==> src/common/zbus_pkg.sv <==
// Sound bus is byte wide with a 15-bit address; sound RAM region decode assumes 8 KB max
package zbus_pkg;

	// ----------------------------------------------------------------------
	// Widths
	// ----------------------------------------------------------------------
	localparam int ZBUS_AW = 15;

	typedef logic [7:0] zbyte_t;

	// Bank register holds main-bus address bits 23..15
	typedef logic [8:0] bank_t;

	// ----------------------------------------------------------------------
	// Address word, decoded two ways
	// ----------------------------------------------------------------------
	typedef struct packed {
		logic [1:0]         region;
		logic [ZBUS_AW-3:0] offset;
	} zbus_ram_view_t;

	typedef struct packed {
		logic [6:0] page;
		logic [7:0] low;
	} zbus_page_view_t;

	// RAM / FM windows use the ram view, register pages use the page view
	typedef union packed {
		zbus_ram_view_t  ram;
		zbus_page_view_t page;
	} zbus_addr_u;

	// Who issued the access
	typedef enum logic {
		ZSRC_MAIN = 1'b0,
		ZSRC_Z80  = 1'b1
	} zsrc_e;

	// ----------------------------------------------------------------------
	// Bus constants
	// ----------------------------------------------------------------------
	localparam zbyte_t OPEN_BUS = 8'hFF;

	// 6000-60FF
	localparam logic [6:0] BANK_PAGE = 7'h60;

	// 4000-5FFF, FM chip window (not implemented, reads open bus)
	localparam logic [1:0] FM_REGION = 2'b10;

endpackage

==> src/rtl/zbus_arbiter.sv <==
// Main side wins ties; a side is eligible only while its ack is low; one access at a time
module zbus_arbiter
	import zbus_pkg::*;
(
	input  logic       MCLK,
	input  logic       reset,

	input  logic       m_sel,
	input  zbus_addr_u m_addr,
	input  logic       m_we,
	input  zbyte_t     m_wdata,

	input  logic       z_sel,
	input  zbus_addr_u z_addr,
	input  logic       z_we,
	input  zbyte_t     z_wdata,

	input  logic       m_ack,
	input  logic       z_ack,

	output logic       acc_go,
	output zbus_addr_u acc_addr,
	output logic       acc_we,
	output zbyte_t     acc_wdata,
	output zsrc_e      acc_src
);

	typedef enum logic [1:0] {
		ST_IDLE,
		ST_ACCESS,
		ST_WAIT
	} arb_state_e;

	arb_state_e state;

	logic m_pend;
	logic z_pend;

	// A side that already holds its ack is not served again
	assign m_pend = m_sel & ~m_ack;
	assign z_pend = z_sel & ~z_ack;

	// ----------------------------------------------------------------------
	// Sequencer
	// ----------------------------------------------------------------------
	always_ff @(posedge MCLK) begin
		if (reset) begin
			state  <= ST_IDLE;
			acc_go <= 1'b0;
		end else begin
			acc_go <= 1'b0;
			case (state)
				ST_IDLE: begin
					if (m_pend || z_pend) begin
						acc_go <= 1'b1;
						state  <= ST_ACCESS;
					end
				end
				ST_ACCESS: state <= ST_WAIT;
				// Target answers now, reply raises ack next cycle
				ST_WAIT:   state <= ST_IDLE;
				default:   state <= ST_IDLE;
			endcase
		end
	end

	// Request capture, held until the next acc_go
	always_ff @(posedge MCLK) begin
		if (state == ST_IDLE) begin
			if (m_pend) begin
				acc_addr  <= m_addr;
				acc_we    <= m_we;
				acc_wdata <= m_wdata;
				acc_src   <= ZSRC_MAIN;
			end else if (z_pend) begin
				acc_addr  <= z_addr;
				acc_we    <= z_we;
				acc_wdata <= z_wdata;
				acc_src   <= ZSRC_Z80;
			end
		end
	end

	// ----------------------------------------------------------------------
	// Checks
	// ----------------------------------------------------------------------
	a_go_single: assert property (@(posedge MCLK) disable iff (reset)
		acc_go |=> !acc_go);

	a_go_in_access: assert property (@(posedge MCLK) disable iff (reset)
		acc_go |-> state == ST_ACCESS);

endmodule

==> config.mk <==
export PLATFORM = sky130hd
export DESIGN_NAME = zbus_arbiter
export DESIGN_NICKNAME = d
export VERILOG_FILES = /design/src/common/zbus_pkg.sv /design/src/rtl/zbus_arbiter.sv
export SDC_FILE = /design/constraint.sdc
export NUM_CORES = 1
export LEC_CHECK = 0
export BUFFER_PORTS_ARGS = -buffer_cell sky130_fd_sc_hd__buf_2
export CAP_MARGIN = 40
export CORE_UTILIZATION = 30
export DETAILED_ROUTE_END_ITERATION = 10
export SYNTH_ARGS = -nofsm -noshare
export SYNTH_HDL_FRONTEND = slang
export SYNTH_SLANG_ARGS = --single-unit
==> constraint.sdc <==
create_clock -name MCLK -period 8.48 [get_ports MCLK]
set_clock_uncertainty 0.1 [all_clocks]
set_input_delay 1.696 -clock MCLK [delete_from_list [all_inputs] [get_ports MCLK]]
set_output_delay 1.696 -clock MCLK [all_outputs]
set_load 0.05 [all_outputs]
==> key figures <==
Worst hold path
  – Startpoint of the lowest-slack hold path: state[0]$_SDFFE_PP0P_
  – Type of the worst min-delay path: reg -> reg

Worst setup path
  – Crit path DAT: just over 3 ns
  – Required time of the worst setup path: between 8 and 9 ns
  – Startpoint of the most critical setup path: m_ack
  – Kind of start point of the critical path: primary input
  – Critical path, cell by cell: buf_2 > nand2b_4 > a211oi_4 > buf_8
  – Setup CP Type: in -> reg
  – Sort of element at the end of the critical path: flip-flop
  – Top fanout value on the critical path: 28
  – Depth of the worst register-to-register path: 2
  – Startpoint of the most critical register-to-register path: state[0]$_SDFFE_PP0P_
  – Crit-path max cell delay: roughly 0.70 ns
  – Critical Path Stages: 4
  – WP buf/inv: 2
  – Worst R2R End: acc_wdata[3]$_DFFE_PP_
  – Capturing element of the worst setup path: acc_wdata[3]$_DFFE_PP_
  – Reg-to-reg setup timing slack: about 7 ns
  – Critical path's top delay family: compound AO/OA/AOI/OAI gates
  – Cell type of the slowest stage on the worst timing path: sky130_fd_sc_hd__a211oi_4

Clocking
  – Post-CTS Resized: 0
  – Clock edge transition at the registers on the reported setup and hold paths: approximately 0.090 ns
  – Clock buffers created by TritonCTS: 3
  – Worst skew pair latency: around 0.26 ns
  – Num Clock Sinks: 28
  – Maximum clock path buffer count: 2
  – CTS Root Buffer Type: sky130_fd_sc_hd__clkbuf_8
  – Buffers inserted by post-CTS timing repair: 0
  – CTS Hold Buffers Added: 0
  – Clock tree from TritonCTS: built
  – Number of levels the H-tree was split into: 1

Timing
  – Slew at the pin closest to its max-slew limit: 0.674 ns
  – Max-slew headroom: a little over half
  – Setup repair after global routing missed its margin: false
  – Max-slew violations: 0
  – Share of the clock period used by the worst path after layout: a little under two fifths
  – Total of endpoints with negative setup slack in the final report: 0
  – Achievable Freq: 0.312 GHz
  – Final Hold Violating Endpoints: 0
  – Setup TNS: 0 ns
  – Final worst hold slack: 0.461 ns
  – Min cycle time layout: around 3.2 ns

Routing
  – Vias per cell: approximately 4.2
  – Antenna-violating nets left: 0
  – 1st-pass router iterations: 2
  – Number of DRC violations after detailed-routing iteration 0: 8
  – Mean routed wirelength per cell: around 12 um
  – Residual DRC: 0
  – Detailed-route wire length: approximately 2300 um
  – Vias post-DR: 801

Die
  – Die height: between 60 and 70 um
  – Std-Cell Core Area: 0.00400 mm2
  – Core Rows: 23
  – Horizontal die dimension: 66.4 um
  – Number of I/O pins: 80
  – DIE AREA: ~0.0044 mm2
  – Initial core utilization: between 30% and 40%

Power and ir drop
  – Leak Pwr: ~0.00081 uW
  – Power per standard cell area: approximately 180 mW/mm2
  – Overall power consumption: between 300 and 400 uW
  – Worst IR Drop VDD: 0.0000834 V

Global routing
  – Total routing resource utilization after global routing: between 10% and 20%
  – Sum of overflow across all layers after global routing: 0
  – Initial antenna violation count: 0
  – Global-route wire length before repair: roughly 3300 um
  – Pin count of the biggest net entering global routing: 29
  – Number of global-route vias before repair: roughly 760

Finish
  – Relative area change from synthesis to final layout: 40.0%
  – Layout cell share with drive strength beyond 1: between 70 and 80%
  – Final #Nets: ~200
  – Layout Cells excl Fill: 192
  – Number of antenna repair diodes: 0

Logic synthesis
  – Sequential-to-total area share from yosys stat: roughly two thirds
  – Post-synthesis area per instance: a little over 20 um2
  – Number of enable flip-flop cells after synthesis: 25
  – Post-synthesis net count: 115
  – Yosys reg bits: 28
  – Top post-synthesis cells by count: 25 x sky130_fd_sc_hd__edfxtp_1, 18 x sky130_fd_sc_hd__mux2_4, 6 x sky130_fd_sc_hd__mux2_2, 3 x sky130_fd_sc_hd__buf_6, 3 x sky130_fd_sc_hd__dfxtp_1
  – Leading cell type by number of instances after synthesis: sky130_fd_sc_hd__edfxtp_1
  – Post-Syn Area: between 0.001 and 0.0015 mm2
  – Syn. warnings: 0
  – Cell types with the largest area share after synthesis: sky130_fd_sc_hd__edfxtp_1 60%, sky130_fd_sc_hd__mux2_4 22%, sky130_fd_sc_hd__mux2_2 5.4%
  – Number of distinct library cells after synthesis: 11
  – Number of cells produced by synthesis: between 60 and 70
  – Largest area contributor in the synthesized netlist: sky130_fd_sc_hd__edfxtp_1
  – Area share of the leading cell type in the synthesized netlist: between 60% and 70%
  – Main synth FF type: sky130_fd_sc_hd__edfxtp_1
  – Asr flop ratio synth: 0%

Placement
  – Dpl cells: 188
  – Number of buffers inserted by port buffering: 79
  – DP Wirelength: 1860 um
  – Gpl congestion: 0.648

Outcome
  – Status: completed

Run
  – Max_cap viols: 0
[metal layers]
layer | vias up | track usage (%) | wire length (um)
met5 | - | 0 | 0
met4 | 0 | 4.79 | 12
met3 | 2 | 2.93 | 208
met2 | 45 | 18.2 | 1210
met1 | 351 | 11.9 | 861
li1 | 403 | - | -
[area by class of cell]
| class | instances | area [um2] |
|---|---|---|
| Sequential cell | 28 | 811 |
| Timing Repair Buffer | 80 | 410 |
| Tap cell | 50 | 62.6 |
| Fill cell | 396 | 2260 |
| Clock inverter | 1 | 3.75 |
| Clock buffer | 3 | 41.3 |
| Multi-Input combinational cell | 30 | 410 |
[how the worst min path moves through the flow]
stage	endpoint	slack, ns	depth (start not counted)
floorplan	acc_go$_SDFF_PP0_	0.35	1
global placement	acc_go$_SDFF_PP0_	0.43	1
detailed placement	state[1]$_SDFFE_PP0P_	0.46	1
CTS	state[1]$_SDFFE_PP0P_	0.47	1
global route	state[1]$_SDFFE_PP0P_	0.50	1
finish	state[1]$_SDFFE_PP0P_	0.46	1
[per-stage QoR]
step	setup slack (ns)	area, um2	util, %
after detailed placement	4.92	1690	42.4
after CTS	5.22	1740	43.5
final	5.27	1740	43.5
after floorplan	3.95	1240	-
after global placement	4.73	1680	42.0
after global routing	5.15	1740	43.5
[kinds of logic after synthesis]
group / after synthesis / synth area share (%)
AOI/OAI and AO/OA: 3 / 2.62
buffers and inverters: 3 / 2.72
muxes: 24 / 27.2
and+or+nand+nor: 3 / 2.22
DFF: 28 / 65.3
[flip-flops by register name (all words and copies together) (netlist names)]
signal and count:
state 2, acc_addr 15, acc_we 1, acc_src 1
acc_wdata 8, acc_go 1
[cells in the final DEF, fill, tap and decap left out, drive strengths merged]
cell type	instances
dfxtp	3
clkbuf	3
a211oi	1
mux2	24
nand2b	2
edfxtp	25
clkinv	1
buf	80
nor3b	1
a2111oi	2
[report_power, final]
| part | leakage (uW) | internal, uW | total [uW] | switching, uW |
|---|---|---|---|---|
| clock network | 0.0000231 | 32.4 | 69.1 | 36.7 |
| logic | 0.000523 | 29.9 | 80.9 | 50.9 |
| registers | 0.000262 | 164 | 167 | 3.16 |
| total | 0.000808 | 226 | 317 | 90.8 |
No activity file was read; power rests on OpenSTA's default activity.
