**config.mk**
```make
export PLATFORM = sky130hd
export DESIGN_NAME = zbus_reply
export DESIGN_NICKNAME = d
export VERILOG_FILES = /design/src/common/zbus_pkg.sv /design/src/rtl/zbus_reply.sv
export SDC_FILE = /design/constraint.sdc
export NUM_CORES = 1
export LEC_CHECK = 0
export ABC_AREA = 1
export ABC_CLOCK_PERIOD_IN_PS = 1500
export BUFFER_PORTS_ARGS = -buffer_cell sky130_fd_sc_hd__buf_4
export CORE_UTILIZATION = 43
export DETAILED_ROUTE_END_ITERATION = 8
export PLACE_DENSITY = 0.85
export RECOVER_POWER = 50
export SYNTH_ARGS = -nofsm -noshare
export SYNTH_HDL_FRONTEND = slang
export SYNTH_SLANG_ARGS = --single-unit
```
**constraint.sdc**
```tcl
create_clock -name MCLK -period 1.5 [get_ports MCLK]
set_clock_uncertainty 0.2 [all_clocks]
set_input_delay 0.075 -clock MCLK [delete_from_list [all_inputs] [get_ports MCLK]]
set_output_delay 0.075 -clock MCLK [all_outputs]
set_load 0.01 [all_outputs]
```
**src/common/zbus_pkg.sv**
```systemverilog
// Sound bus is byte wide with a 15-bit address; sound RAM region decode assumes 8 KB max
package zbus_pkg;

	// ----------------------------------------------------------------------
	// Widths
	// ----------------------------------------------------------------------
	localparam int ZBUS_AW = 15;

	typedef logic [7:0] zbyte_t;

	// Bank register holds main-bus address bits 23..15
	typedef logic [8:0] bank_t;

	// ----------------------------------------------------------------------
	// Address word, decoded two ways
	// ----------------------------------------------------------------------
	typedef struct packed {
		logic [1:0]         region;
		logic [ZBUS_AW-3:0] offset;
	} zbus_ram_view_t;

	typedef struct packed {
		logic [6:0] page;
		logic [7:0] low;
	} zbus_page_view_t;

	// RAM / FM windows use the ram view, register pages use the page view
	typedef union packed {
		zbus_ram_view_t  ram;
		zbus_page_view_t page;
	} zbus_addr_u;

	// Who issued the access
	typedef enum logic {
		ZSRC_MAIN = 1'b0,
		ZSRC_Z80  = 1'b1
	} zsrc_e;

	// ----------------------------------------------------------------------
	// Bus constants
	// ----------------------------------------------------------------------
	localparam zbyte_t OPEN_BUS = 8'hFF;

	// 6000-60FF
	localparam logic [6:0] BANK_PAGE = 7'h60;

	// 4000-5FFF, FM chip window (not implemented, reads open bus)
	localparam logic [1:0] FM_REGION = 2'b10;

endpackage

```
**src/rtl/zbus_reply.sv**
```systemverilog
// Ack rises one cycle after rd_valid and falls one cycle after that side's select is seen low
module zbus_reply
	import zbus_pkg::*;
(
	input  logic   MCLK,
	input  logic   reset,

	input  logic   rd_valid,
	input  zbyte_t rd_data,
	input  zsrc_e  rd_src,

	input  logic   m_sel,
	input  logic   z_sel,

	output zbyte_t m_rdata,
	output logic   m_ack,
	output zbyte_t z_rdata,
	output logic   z_ack
);

	logic m_done;
	logic z_done;

	assign m_done = rd_valid & (rd_src == ZSRC_MAIN);
	assign z_done = rd_valid & (rd_src == ZSRC_Z80);

	// ----------------------------------------------------------------------
	// Acknowledge levels
	// ----------------------------------------------------------------------
	always_ff @(posedge MCLK) begin
		if (reset) begin
			m_ack <= 1'b0;
			z_ack <= 1'b0;
		end else begin
			// Master dropped its select, release the ack
			if (!m_sel)
				m_ack <= 1'b0;
			if (!z_sel)
				z_ack <= 1'b0;

			if (m_done)
				m_ack <= 1'b1;
			if (z_done)
				z_ack <= 1'b1;
		end
	end

	// Read data, held until the next access for that side
	always_ff @(posedge MCLK) begin
		if (m_done)
			m_rdata <= rd_data;
		if (z_done)
			z_rdata <= rd_data;
	end

	a_one_ack_rise: assert property (@(posedge MCLK) disable iff (reset)
		!($rose(m_ack) && $rose(z_ack)));

endmodule

```
==> results of run 1 <==
-- worst register-to-register path: stages, from the launching register on --
cell and delay [ns]:
dfxtp_1 0.35, nand2_1 0.07, a21oi_2 0.12, dlygate4sd3_1 0.54
-- cell families (layout without fill, tap and decap cells) --
logic type,after synthesis,in the layout,synth area share
and+or+nand+nor,4,4,0.0268
buffers and inverters,3,51,0.0201
DFF,18,18,0.929
AOI/OAI and AO/OA,2,2,0.0245
-- repair_timing --
item	in CTS	in global routing
gates resized for setup	0	1
hold endpoints to repair	18	1
endpoints found under the setup margin	0	1
hold buffers	12	2
-- synthesized netlist by cell type, drive strengths merged --
library cell	instances
edfxtp	16
dfxtp	2
nand2	4
a21oi	2
inv	3
-- metal layers --
layer | vias up | global-route usage | share of wire
met5 | - | 0 | 0
li1 | 191 | - | -
met3 | 2 | 0.0581 | 0.063
met4 | 0 | 0.116 | 0.0083
met1 | 185 | 0.247 | 0.42
met2 | 19 | 0.411 | 0.51
-- cell usage in the layout, fill, tap and decap left out --
master / Yosys / routed
a21oi_1: 1 / 1
a21oi_2: 1 / 1
buf_4: 0 / 14
clkbuf_1: 0 / 11
clkbuf_4: 0 / 9
clkinv_1: 0 / 1
dfxtp_1: 2 / 2
dlygate4sd3_1: 0 / 13
edfxtp_1: 16 / 16
inv_1: 3 / 3
nand2_1: 4 / 4
-- registers in the layout, indices dropped and copies added, names as in the netlist --
name	count
m_rdata	8
z_ack	1
m_ack	1
z_rdata	8
-- worst max path at each step --
stage | start | to | cells after the start
global placement | rd_src | m_rdata[7] | 4
floorplan | rd_src | m_rdata[0] | 3
detailed placement | rd_src | m_rdata[0] | 4
finish | rd_valid | m_ack | 5
CTS | z_sel | z_ack | 5
global route | rd_valid | m_ack | 5
-- cell type report --
class | instances | area [um^2]
clock buffer | 3 | 22.5
inverter | 3 | 11.3
timing repair buffer | 44 | 322
clock inverter | 1 | 3.75
tap | 14 | 17.5
multi-input combinational | 6 | 28.8
sequential | 18 | 520
fill | 62 | 230
-- stage by stage --
stage	util	cells	instance area, um^2
2_1_floorplan	-	27	561
6_report	0.801	89	926
3_5_place_dp	0.701	72	811
3_3_place_gp	0.701	72	811
4_1_cts	0.828	88	957
5_1_grt	0.801	89	926
-- where the power goes --
| part | internal (mW) | switching, mW | leakage [nW] |
|---|---|---|---|
| Combinational | 0.0674 | 0.0565 | 0.194 |
| Sequential | 0.581 | 0.0109 | 0.167 |
| Clock | 0.0963 | 0.135 | 0.0154 |
==> flow_summary.ini, run 1 <==
[layout]
final_nets = 90
area_growth_pct = 65.2
diodes = 0
drive_above_1_share = 0.320

[yosys]
postSynthAreaPerCell_um2 = 20.8
ys_types = 6
synth_seq_area_share = 0.929
synth_top_cell_by_area = edfxtp_1
yosys-top-cells-area = edfxtp_1 86%, dfxtp_1 7.1%, nand2_1 2.7%, inv_1 2.0%, a21oi_2 1.6%
yosysWarnings = 0
syn_nets = 41
synth_seq_cells = 18
syn_area_um2 = 561
syn_inst = 27
synth_top_area_frac = 0.857

[drt]
drt-initial-drc-count = 13
wirelength_mm = 1.45
num_vias = 397
avgViaCountPerCell = 4.46
ant_nets = 0
wl_per_cell_um = 16.3
route.detailed.drc = 0
firstDrtPassIters = 3

[flow_run]
max_cap_viol_count = 0

[sta]
rsz0062_at_grt = no
maxSlewHeadroom = 0.788
fmax_mhz = 682
setup_tns_ns = 0
finalCriticalPeriod_ns = 1.47
slew_viol_final = 0
final_hold_viol_count = 0
worst_pin_slew_ns = 0.317
timing.final.crit_share = 0.978
hold_slack_ns = 0.181
finalSetupViolCount = 0
fin_ws_ns = 0.0328

[critical_path]
rrSetupSlack_ns = 0.16
crit_chain = dlygate4sd3_1 -> buf_4 -> nand2_1 -> a21oi_2 -> dlygate4sd3_1
rr_worst_depth = 3
setup.worst_path.end_class = register
r2r_end = m_ack
worstPathMaxFanout = 2
r2r_start = m_ack
cp.arrival_ns = 1.44
path_delay_family = buffers and inverters
worst_path_largest_cell_delay_ns = 0.54
crit_required_ns = 1.47
cp.buffers_inverters = 3
crit_top_cell = dlygate4sd3_1
critical_path.slowest_cell = dlygate4sd3_1
startpoint_type = input port
crit_type = in2reg

[floorplan]
die_w_um = 38.1
dieArea_um2 = 1450
core_area_um2 = 1160
rows = 12
die_h_um = 38.1
start_util = 0.485
io_pins = 32

[pwr]
peakVddDrop_uv = 956
total_power_mw = 0.947
p_per_area_nw_per_um2 = 1020
p_leak_nw = 0.376

[hold_path]
hold_path_end = m_rdata[5]
holdCritStartpoint = rd_src
hold-path-cell-count = 4
min_path_type = in2reg

[clock_network]
root_buffer = clkbuf_4
cts_tree = done
htree_levels = 1
clk_pin_slew_ns = 0.10
numCtsBuffers = 3
cts_setup_buffers = 0
clkLatencyLatePin_ns = 0.28
clockBufferDepth = 2
clock-sinks = 18

[global_route]
grt_pass1_vias = 408
track_usage = 0.230
antenna_found_initial = 0
grt_overflow = 0
grt_max_degree = 11
grt_pass1_wl_mm = 2.07

[placement]
pre_cts_ws_ns = 0.400
io_buffers = 31
place.gp.congestion = 0.655

[run_status]
outcome = finished, final reports clean
No activity file was read; power rests on OpenSTA's default activity.
==> run 2: changes to the inputs <==
==> constraint.sdc (replaced) <==
create_clock -name MCLK -period 1.5 [get_ports MCLK]
set_clock_uncertainty 0.2 [all_clocks]
set_input_delay 0.225 -clock MCLK [delete_from_list [all_inputs] [get_ports MCLK]]
set_output_delay 0.225 -clock MCLK [all_outputs]
set_load 0.01 [all_outputs]
==> flow_summary.ini, run 2 (synthesized netlist as in run 1, its figures left out) <==
[run_status]
outcome = finished, final reports clean

[drt]
ant_nets = 0
avgViaCountPerCell = 4.76
wirelength_mm = 1.41
wl_per_cell_um = 16.2
firstDrtPassIters = 4
drt-initial-drc-count = 22
route.detailed.drc = 0
num_vias = 414

[global_route]
grt_max_degree = 11
grt_pass1_vias = 422
track_usage = 0.228
grt_overflow = 0
grt_pass1_wl_mm = 2.06
antenna_found_initial = 0

[critical_path]
crit_chain = buf_4
startpoint_type = register
cp.arrival_ns = 0.85
r2r_start = z_ack
worst_path_largest_cell_delay_ns = 0.40
rrSetupSlack_ns = 0.67
cp.buffers_inverters = 1
crit_type = reg2out
setup.worst_path.end_class = output port
rr_worst_depth = 2
cp.depth = 1
r2r_end = z_ack
path_delay_family = flip-flops
worstPathMaxFanout = 1
crit_path_start = m_rdata[5]
crit_required_ns = 1.07
critical_path.slowest_cell = edfxtp_1

[sta]
slew_viol_final = 0
maxSlewHeadroom = 0.772
hold_slack_ns = 0.0400
setup_tns_ns = 0
finalCriticalPeriod_ns = 1.27
final_hold_viol_count = 0
fmax_mhz = 787
timing.final.crit_share = 0.847
rsz0062_at_grt = no
worst_pin_slew_ns = 0.342
finalSetupViolCount = 0

[layout]
drive_above_1_share = 0.452
fillers = 51
multi_input_area_um2 = 28.8
mostFrequentLayoutCell = buf_4
final_nets = 88
final_cell_mix = 24 x buf_4, 16 x edfxtp_1, 11 x dlygate4sd3_1
diodes = 0
finish.instance_area_um2 = 940
biggestRegsByFlops = m_rdata (8), z_rdata (8)
area_growth_pct = 67.6
regArea_um2 = 520
final_core_util = 0.813

[clock_network]
root_buffer = clkbuf_4
cts_tree = done
clockBufferDepth = 2
cts_setup_buffers = 0
ctsResizeCount = 0
clock-sinks = 18
numCtsBuffers = 3
clkLatencyLatePin_ns = 0.28
htree_levels = 1
clk_pin_slew_ns = 0.10

[placement]
place.gp.congestion = 0.655
placed_area_um2 = 811
io_buffers = 31

[hold_path]
holdCritStartpoint = rd_src
min_path_type = in2reg
hold-path-cell-count = 3
hold_path_end = z_ack

[pwr]
p_per_area_nw_per_um2 = 1020
peakVddDrop_uv = 711
p_leak_nw = 0.400
total_power_mw = 0.958

[floorplan]
die_w_um = 38.1
die_h_um = 38.1
start_util = 0.485
rows = 12
dieArea_um2 = 1450
core_area_um2 = 1160
io_pins = 32

[flow_run]
max_cap_viol_count = 0
==> run 2: cell count changes in the layout (fill, tap and decap cells not counted) <==
cell	change
clkbuf_4	-1
dlygate4sd3_1	-2
buf_4	+10
clkbuf_1	-9
==> run 2: through the flow <==
| stage | setup WS, ns | instances |
|---|---|---|
| global placement | 0.294 | 72 |
| detailed placement | 0.250 | 72 |
| finish | 0.229 | 87 |
| global route | 0.180 | 87 |
| CTS | 0.230 | 86 |
| floorplan | 0.473 | 27 |
==> run 2: per-layer routing <==
layer / wire length [um] / part of all wire / global-route usage
met5: 0 / 0 / 0
met4: 0 / 0 / 0.107
met3: 69 / 0.049 / 0.0407
met2: 838 / 0.59 / 0.428
met1: 505 / 0.36 / 0.241
==> run 2: power by group <==
part | total, mW | switching, mW | leakage [nW] | internal (mW)
Sequential | 0.593 | 0.0113 | 0.167 | 0.581
Clock | 0.233 | 0.137 | 0.0154 | 0.0966
Combinational | 0.132 | 0.0564 | 0.218 | 0.0761
==> run 2: worst max path at each step <==
stage	slack [ns]	endpoint
after floorplan	0.47	m_rdata[0]
after global placement	0.29	m_rdata[7]
after detailed placement	0.25	m_rdata[0]
after CTS	0.23	z_rdata[4]
after global routing	0.18	m_rdata[5]
final	0.23	m_rdata[5]
==> run 2: timing repair <==
item	in CTS	in global routing
hold buffers	10	1
endpoints found under the setup margin	0	0
endpoints found under the hold margin	18	1
==> run 2: final cells by class <==
cell class              instances  area share
flip-flops and latches         18       0.554
well taps                      14      0.0186
clock inverters                 1     0.00399
repair buffers                 42       0.357
multi-input cells               6      0.0306
inverters                       3      0.0120
clock buffers                   3      0.0240
